### config.mk
export PLATFORM = sky130hd
export DESIGN_NAME = exu_top
export DESIGN_NICKNAME = d
export VERILOG_FILES = /design/src/hw/rv_isa_pkg.sv /design/src/hw/exu_pkg.sv /design/src/hw/exu_alu.sv /design/src/hw/exu_bru.sv /design/src/hw/exu_mul.sv /design/src/hw/exu_top.sv
export SDC_FILE = /design/constraint.sdc
export NUM_CORES = 2
export LEC_CHECK = 0
export ABC_AREA = 0
export BUFFER_PORTS_ARGS = -buffer_cell sky130_fd_sc_hd__buf_2
export CORE_ASPECT_RATIO = 1.2
export CORE_UTILIZATION = 30
export CTS_CLUSTER_SIZE = 12
export DETAILED_ROUTE_END_ITERATION = 10
export PLACE_DENSITY = 0.47
export SYNTH_ARGS = -nofsm -noshare
export SYNTH_HDL_FRONTEND = slang
export SYNTH_SLANG_ARGS = --single-unit
### constraint.sdc
create_clock -name clk -period 12.13 [get_ports clk]
set_input_delay 0.6065 -clock clk [delete_from_list [all_inputs] [get_ports clk]]
set_output_delay 0.6065 -clock clk [all_outputs]
set_load 0.01 [all_outputs]
### src/hw/rv_isa_pkg.sv
// RV32 ISA definitions for the execute stage
// data and register widths, operation classes and per-unit op codes

package rv_isa_pkg;

    // data path and register file geometry
    localparam int XLEN       = 32;
    localparam int REG_ADDR_W = 5;

    typedef logic [XLEN-1:0]       xdata_t;
    typedef logic [REG_ADDR_W-1:0] reg_addr_t;

    // instruction size in bytes, gives the link value pc+4
    localparam xdata_t ILEN_BYTES = 32'd4;

    // shift-add multiplier, one partial product per step
    localparam int MUL_STEPS = 32;
    localparam int MUL_CNT_W = $clog2(MUL_STEPS + 1);

    // which unit executes the instruction
    typedef enum logic [1:0] {
        CLS_ALU = 2'd0,
        CLS_BRU = 2'd1,
        CLS_MUL = 2'd2
    } op_class_e;

    // integer ALU ops, register forms plus lui/auipc
    typedef enum logic [3:0] {
        ALU_ADD   = 4'd0,
        ALU_SUB   = 4'd1,
        ALU_SLL   = 4'd2,
        ALU_SLT   = 4'd3,
        ALU_SLTU  = 4'd4,
        ALU_XOR   = 4'd5,
        ALU_SRL   = 4'd6,
        ALU_SRA   = 4'd7,
        ALU_OR    = 4'd8,
        ALU_AND   = 4'd9,
        ALU_LUI   = 4'd10,
        ALU_AUIPC = 4'd11
    } alu_op_e;

    // conditional branches and the two jumps
    typedef enum logic [2:0] {
        BRU_BEQ  = 3'd0,
        BRU_BNE  = 3'd1,
        BRU_BLT  = 3'd2,
        BRU_BGE  = 3'd3,
        BRU_BLTU = 3'd4,
        BRU_BGEU = 3'd5,
        BRU_JAL  = 3'd6,
        BRU_JALR = 3'd7
    } bru_op_e;

    // M extension multiplies
    typedef enum logic [1:0] {
        MUL_MUL    = 2'd0,
        MUL_MULH   = 2'd1,
        MUL_MULHSU = 2'd2,
        MUL_MULHU  = 2'd3
    } mul_op_e;

endpackage

### src/hw/exu_pkg.sv
// Execute stage transport types
// issue bundle from upstream, writeback to the register file, fetch redirect

package exu_pkg;

    import rv_isa_pkg::*;

    // op field is shared by all classes, read according to cls
    localparam int EXU_OP_W = 4;

    // one issued instruction, already classified
    typedef struct packed {
        logic                valid;
        op_class_e           cls;
        logic [EXU_OP_W-1:0] op;
        xdata_t              rs1;
        xdata_t              rs2;
        xdata_t              imm;
        xdata_t              pc;
        reg_addr_t           rd;
    } exu_issue_t;

    // register file write port
    typedef struct packed {
        logic      we;
        reg_addr_t waddr;
        xdata_t    wdata;
    } exu_wb_t;

    // redirect towards fetch
    typedef struct packed {
        logic   flag;
        xdata_t addr;
    } exu_jump_t;

endpackage

### src/hw/exu_alu.sv
// Integer ALU
// single-cycle RV32 arithmetic, logic, shifts and compares; also forms the
// pc+4 link value so that jumps reuse the same writeback path

`timescale 1ns/1ps

module exu_alu (
    input  logic                req_i,
    input  logic                link_i,
    input  exu_pkg::exu_issue_t issue_i,
    output exu_pkg::exu_wb_t    wb_o
);

    import rv_isa_pkg::*;
    import exu_pkg::*;

    alu_op_e alu_op;
    xdata_t  op_b;
    xdata_t  alu_res;
    logic    [4:0] shamt;

    assign alu_op = alu_op_e'(issue_i.op);

    // upper-immediate forms take imm, everything else is register-register
    assign op_b  = (alu_op == ALU_LUI || alu_op == ALU_AUIPC) ? issue_i.imm : issue_i.rs2;
    assign shamt = op_b[4:0];

    always_comb begin
        case (alu_op)
            ALU_ADD:   alu_res = issue_i.rs1 + op_b;
            ALU_SUB:   alu_res = issue_i.rs1 - op_b;
            ALU_SLL:   alu_res = issue_i.rs1 << shamt;
            ALU_SLT:   alu_res = {{(XLEN-1){1'b0}}, $signed(issue_i.rs1) < $signed(op_b)};
            ALU_SLTU:  alu_res = {{(XLEN-1){1'b0}}, issue_i.rs1 < op_b};
            ALU_XOR:   alu_res = issue_i.rs1 ^ op_b;
            ALU_SRL:   alu_res = issue_i.rs1 >> shamt;
            ALU_SRA:   alu_res = $signed(issue_i.rs1) >>> shamt;
            ALU_OR:    alu_res = issue_i.rs1 | op_b;
            ALU_AND:   alu_res = issue_i.rs1 & op_b;
            // imm already holds the shifted upper bits
            ALU_LUI:   alu_res = op_b;
            ALU_AUIPC: alu_res = issue_i.pc + op_b;
            default:   alu_res = '0;
        endcase
    end

    // jal/jalr write the return address instead of an ALU result
    assign wb_o.we    = req_i | link_i;
    assign wb_o.waddr = issue_i.rd;
    assign wb_o.wdata = link_i ? (issue_i.pc + ILEN_BYTES) : alu_res;

endmodule

### src/hw/exu_bru.sv
// Branch unit
// evaluates the RV32 branch conditions and computes the redirect target
// for branches, jal and jalr

`timescale 1ns/1ps

module exu_bru (
    input  logic                req_i,
    input  exu_pkg::exu_issue_t issue_i,
    output exu_pkg::exu_jump_t  jump_o
);

    import rv_isa_pkg::*;
    import exu_pkg::*;

    bru_op_e bru_op;
    logic    op_eq;
    logic    op_lt;
    logic    op_ltu;
    logic    taken;
    xdata_t  pc_target;
    xdata_t  reg_target;

    assign bru_op = bru_op_e'(issue_i.op[2:0]);

    // comparisons on the register operands
    assign op_eq  = (issue_i.rs1 == issue_i.rs2);
    assign op_lt  = ($signed(issue_i.rs1) < $signed(issue_i.rs2));
    assign op_ltu = (issue_i.rs1 < issue_i.rs2);

    always_comb begin
        case (bru_op)
            BRU_BEQ:  taken = op_eq;
            BRU_BNE:  taken = ~op_eq;
            BRU_BLT:  taken = op_lt;
            BRU_BGE:  taken = ~op_lt;
            BRU_BLTU: taken = op_ltu;
            BRU_BGEU: taken = ~op_ltu;
            default:  taken = 1'b1;
        endcase
    end

    assign pc_target  = issue_i.pc + issue_i.imm;
    // jalr drops the lsb of rs1+imm
    assign reg_target = (issue_i.rs1 + issue_i.imm) & ~xdata_t'(1);

    assign jump_o.flag = req_i & taken;
    assign jump_o.addr = (bru_op == BRU_JALR) ? reg_target : pc_target;

    // relies on upstream handing over an aligned pc and an even imm
    a_target_align: assert final (!jump_o.flag || !jump_o.addr[0])
        else $error("branch target not 2-byte aligned");

endmodule

### src/hw/exu_mul.sv
// Multicycle multiplier
// shift-add on operand magnitudes with a sign fix-up at the end;
// returns the low word for mul and the high word for mulh/mulhsu/mulhu

`timescale 1ns/1ps

module exu_mul (
    input  logic                clk,
    input  logic                reset_i,
    input  logic                start_i,
    input  exu_pkg::exu_issue_t issue_i,
    output logic                busy_o,
    output exu_pkg::exu_wb_t    wb_o
);

    import rv_isa_pkg::*;
    import exu_pkg::*;

    mul_op_e               mul_op;
    logic                  a_neg;
    logic                  b_neg;
    xdata_t                a_mag;
    xdata_t                b_mag;
    logic                  step_done;
    logic [2*XLEN-1:0]     acc_next;

    logic                  busy_q;
    logic                  res_vld_q;
    logic [MUL_CNT_W-1:0]  step_q;
    logic [2*XLEN-1:0]     acc_q;
    logic [2*XLEN-1:0]     mcand_q;
    xdata_t                mplier_q;
    logic                  neg_q;
    logic                  hi_sel_q;
    reg_addr_t             rd_q;

    assign mul_op = mul_op_e'(issue_i.op[1:0]);

    // rs1 is signed for mulh and mulhsu, rs2 only for mulh
    assign a_neg = (mul_op == MUL_MULH || mul_op == MUL_MULHSU) && issue_i.rs1[XLEN-1];
    assign b_neg = (mul_op == MUL_MULH) && issue_i.rs2[XLEN-1];
    assign a_mag = a_neg ? -issue_i.rs1 : issue_i.rs1;
    assign b_mag = b_neg ? -issue_i.rs2 : issue_i.rs2;

    assign step_done = (step_q == MUL_CNT_W'(MUL_STEPS));
    assign acc_next  = mplier_q[0] ? (acc_q + mcand_q) : acc_q;

    // start -> MUL_STEPS steps -> one fix-up edge -> result cycle -> idle
    always_ff @(posedge clk) begin
        if (reset_i) begin
            busy_q    <= 1'b0;
            res_vld_q <= 1'b0;
            step_q    <= '0;
        end else if (start_i) begin
            busy_q    <= 1'b1;
            res_vld_q <= 1'b0;
            step_q    <= '0;
        end else if (res_vld_q) begin
            busy_q    <= 1'b0;
            res_vld_q <= 1'b0;
        end else if (busy_q) begin
            if (step_done) begin
                res_vld_q <= 1'b1;
            end else begin
                step_q <= step_q + 1'b1;
            end
        end
    end

    always_ff @(posedge clk) begin
        if (start_i) begin
            acc_q    <= '0;
            mcand_q  <= {{XLEN{1'b0}}, a_mag};
            mplier_q <= b_mag;
            neg_q    <= a_neg ^ b_neg;
            hi_sel_q <= (mul_op != MUL_MUL);
            rd_q     <= issue_i.rd;
        end else if (busy_q && !res_vld_q) begin
            if (step_done) begin
                // restore the sign of the full 64-bit product
                acc_q <= neg_q ? -acc_q : acc_q;
            end else begin
                acc_q    <= acc_next;
                mcand_q  <= mcand_q << 1;
                mplier_q <= mplier_q >> 1;
            end
        end
    end

    assign busy_o      = busy_q;
    assign wb_o.we     = res_vld_q;
    assign wb_o.waddr  = rd_q;
    assign wb_o.wdata  = hi_sel_q ? acc_q[2*XLEN-1:XLEN] : acc_q[XLEN-1:0];

    // top level must hold off new multiplies while one is running
    a_no_start_busy: assert property (@(posedge clk) disable iff (reset_i)
        start_i |-> !busy_o);

    a_wb_single: assert property (@(posedge clk) disable iff (reset_i)
        wb_o.we |=> !wb_o.we);

endmodule

### src/hw/exu_top.sv
// RV32 execute stage
// dispatches one issue per cycle to ALU, branch unit or multiplier, merges
// their writebacks and applies the interrupt redirect

`timescale 1ns/1ps

module exu_top (
    input  logic                 clk,
    input  logic                 reset_i,
    input  exu_pkg::exu_issue_t  issue_i,
    input  logic                 int_assert_i,
    input  rv_isa_pkg::xdata_t   int_addr_i,
    output exu_pkg::exu_wb_t     wb_o,
    output exu_pkg::exu_jump_t   jump_o,
    output logic                 hold_o
);

    import rv_isa_pkg::*;
    import exu_pkg::*;

    logic      issue_ok;
    logic      alu_req;
    logic      bru_req;
    logic      link_req;
    logic      mul_start;
    logic      mul_busy;
    bru_op_e   bru_op;
    exu_wb_t   alu_wb;
    exu_wb_t   mul_wb;
    exu_wb_t   wb_sel;
    exu_jump_t bru_jump;

    // issue is ignored while the multiplier holds the pipe
    assign issue_ok = issue_i.valid & ~mul_busy;
    assign bru_op   = bru_op_e'(issue_i.op[2:0]);

    assign alu_req   = issue_ok && (issue_i.cls == CLS_ALU);
    assign bru_req   = issue_ok && (issue_i.cls == CLS_BRU);
    assign link_req  = bru_req && (bru_op == BRU_JAL || bru_op == BRU_JALR);
    assign mul_start = issue_ok && (issue_i.cls == CLS_MUL) && !int_assert_i;

    exu_alu u_alu (
        .req_i   (alu_req),
        .link_i  (link_req),
        .issue_i (issue_i),
        .wb_o    (alu_wb)
    );

    exu_bru u_bru (
        .req_i   (bru_req),
        .issue_i (issue_i),
        .jump_o  (bru_jump)
    );

    exu_mul u_mul (
        .clk     (clk),
        .reset_i (reset_i),
        .start_i (mul_start),
        .issue_i (issue_i),
        .busy_o  (mul_busy),
        .wb_o    (mul_wb)
    );

    assign hold_o = mul_busy;

    // multiply result wins, then the ALU/link path
    assign wb_sel = mul_wb.we ? mul_wb : alu_wb;

    assign wb_o.we    = wb_sel.we & ~int_assert_i;
    assign wb_o.waddr = wb_sel.waddr;
    assign wb_o.wdata = wb_sel.wdata;

    // interrupt takes the fetch redirect
    assign jump_o.flag = bru_jump.flag | int_assert_i;
    assign jump_o.addr = int_assert_i ? int_addr_i : bru_jump.addr;

endmodule

==> out/metrics.yaml <==
setup_path:
  rr_worst_depth: 15
  critPathArrivalTime_ns: 6.88
  crit_path_max_fanout: 50
  startpoint_type: "input pin"
  r2r-start: "u_mul.acc_q[0]"
  r2r_setup_slack_ns: 6.83
  crit_path_start: "issue_i[135]"
  reg2reg_to: "u_mul.acc_q[60]"
  crit_required_ns: 11.52
  cp-end-kind: "output pin"
  critPathCapture: "wb_o[0]"
  critical_path_class: "in -> out"
power:
  leakagePower_nw: 13.1
  peakVddDrop_uv: 113
  power_mw: 3.35
  power_density_mw_per_mm2: 106
sta:
  worst_slack_ns: 4.64
  fin_skew_ns: 0.0242
  holdWs_ns: 0.291
  worst_slew_pin_slew_ns: 1.44
  tns_ns: 0
  fmax_mhz: 134
  slew_headroom: 0.0276
  setup_viol: 0
  drv_slew: 0
  finalHoldViolations: 0
  post-route-min-period_ns: 7.49
  rsz0062_at_grt: "false"
  fin_crit_sh: 0.617
synthesis:
  syn_inst: 3981
  ys_seq_area_frac: 0.148
  ys_seq_elements: 175
  synth_top_area_share: 0.108
  synth_common_cells: "408 x nand2_1, 400 x a21oi_1, 359 x o21ai_0, 355 x nor2_1, 247 x ha_1"
  synth_nets: 4406
  async_flop_share: 0
  syn_avg_cell_area_um2: 7.16
  synth_area_mm2: 0.0285
  synth.distinct_cells: 100
  synthTopCellsByArea: "ha_1 11%, edfxtp_1 7.5%, dfxtp_1 7.3%"
  synth_edf_count: 71
  yosys_warnings: 0
  synthFlopType: "dfxtp_1"
  post-synth-top-area-cell: "ha_1"
  yosysMostFrequentCell: "nand2_1"
place:
  place_area_mm2: 0.0308
  gp_congestion: 1.01
  dp_hpwl_um: 116000
  dpl.cell_count: 5289
  dp_slack_ns: 4.84
  io_buffers: 246
floorplanning:
  row_count: 123
  die_w_um: 283
  start_util: 0.304
  die_area_mm2: 0.0963
  core_area_mm2: 0.0939
  io_pins: 247
  die_h_um: 340
global_route:
  grt_pass1_wl_um: 212000
  grt_overflow: 0
  grt_start_max_net_pins: 75
  antenna_found_initial: 5
  grtUsageTotal: 0.296
  grt_pass1_vias: 30900
route:
  drtIter0Drc: 2919
  drc_errors: 0
  ant_nets: 0
  dr_total_vias: 32000
  vias_per_cell: 6.01
  drt-total-wl_um: 147000
  dr.pass1.iters: 9
  wl_per_cell_um: 27.7
clocking:
  clock_path_buffers: 2
  tritoncts: "built"
  post_cts_buffers: 0
  clockRootBuffer: "clkbuf_16"
  ctsHoldBuffers: 0
  cts_resized: 0
  cts.sinks: 175
  h-tree-depth: 4
  clock_latency_ns: 0.51
  cts_buffers: 17
  path_clk_slew_ns: 0.08
final_layout:
  post-route-util: 0.335
  stdcell_area_mm2: 0.0315
  nets: 4483
  syn_to_final_growth_pct: 10.5
  diodes: 0
  final_cells: 5321
  drive_above_1_share: 0.124
flow_run:
  drv_cap: 0
min_path:
  hold_path.class: "in -> reg"
outcome:
  status: "complete, no violations"
[final cells by class]
cell class / instances / area (um2)
Sequential cell: 175 / 4220
Timing Repair Buffer: 313 / 1730
Multi-Input combinational cell: 3386 / 22700
Fill cell: 10300 / 62400
Tap cell: 1250 / 1560
Clock buffer: 17 / 425
Inverter: 165 / 621
Clock inverter: 15 / 223
[flip-flops by register name (all words and copies together) (netlist names)]
register / flops
u_mul.acc_q: 64
u_mul.step_q: 6
u_mul.mcand_q: 64
u_mul.rd_q: 5
u_mul.hi_sel_q: 1
u_mul.neg_q: 1
u_mul.busy_o: 1
u_mul.res_vld_q: 1
u_mul.mplier_q: 32
[power breakdown]
group          switching [mW]  internal [mW]
sequential              0.155          0.698
clock                   0.311          0.319
combinational            1.18          0.685
[worst max-delay path, stage by stage]
cell	delay, ns
buf_2	0.08
buf_4	0.30
nand2b_1	0.63
nor3_1	0.24
nor2_4	0.15
buf_4	0.53
inv_2	0.09
ha_1	0.32
inv_1	0.06
ha_1	0.19
nor3_1	0.42
o2111ai_1	0.27
a41oi_1	0.48
nor3_1	0.24
o31ai_2	0.64
o21ai_1	0.19
a31oi_1	0.32
o31ai_1	0.14
a22oi_1	0.44
a41o_1	0.35
buf_2	0.17
[worst min path at each step]
stage                     cells past startpoint         startpoint           endpoint  slack (ns)
after floorplan                               2  u_mul.mcand_q[63]  u_mul.mcand_q[63]        0.45
after global placement                        2  u_mul.mcand_q[35]  u_mul.mcand_q[36]        0.47
after detailed placement                      2  u_mul.mcand_q[35]  u_mul.mcand_q[36]        0.47
after CTS                                     1         issue_i[0]      u_mul.rd_q[0]        0.24
after global routing                          1         issue_i[1]      u_mul.rd_q[1]        0.26
final                                         1         issue_i[0]      u_mul.rd_q[0]        0.29
[placed cells by master (no fill, tap or decap), types with 17 or more instances in the layout]
master     instances
or3_1             21
o21a_1            30
o22ai_1           34
nor2_1           350
and3_1            26
nand4_1           44
edfxtp_1          71
buf_2            246
clkbuf_16         17
buf_4             67
a211oi_1          61
a31oi_1           63
ha_1             247
nor2b_1           24
and2_1            30
a22oi_1           39
a221oi_1          33
xor2_1            67
o21bai_1          33
nor4_1            38
o211ai_1          48
o21ai_0          359
inv_1            159
nand3_1           94
a21oi_1          399
mux2_2            61
mux4_2            27
dfxtp_1          103
o31ai_1           23
nand2_1          407
or2_2             18
mux2i_1           96
nor3_1           104
nand2b_1          40
xnor2_1          183
a21o_1           108
[routing by layer]
layer	global-route usage	part of all wire	up-vias	routed length, um
met5	0	0.00012	-	17
met4	0.205	0.078	4	11500
met3	0.0409	0.057	319	8460
met2	0.499	0.47	1289	68600
met1	0.347	0.40	15400	58600
li1	-	-	15000	-
[kinds of logic after synthesis]
logic type	Yosys count	share of synthesized area
and+or+nand+nor	1260	0.206
AOI/OAI and AO/OA	1437	0.320
muxes	184	0.0791
buffers and inverters	420	0.0576
xor gates and xnor gates	250	0.0768
adders and majority gates	255	0.112
DFF	175	0.148
Note: power is estimated with default switching activity, not from simulation.
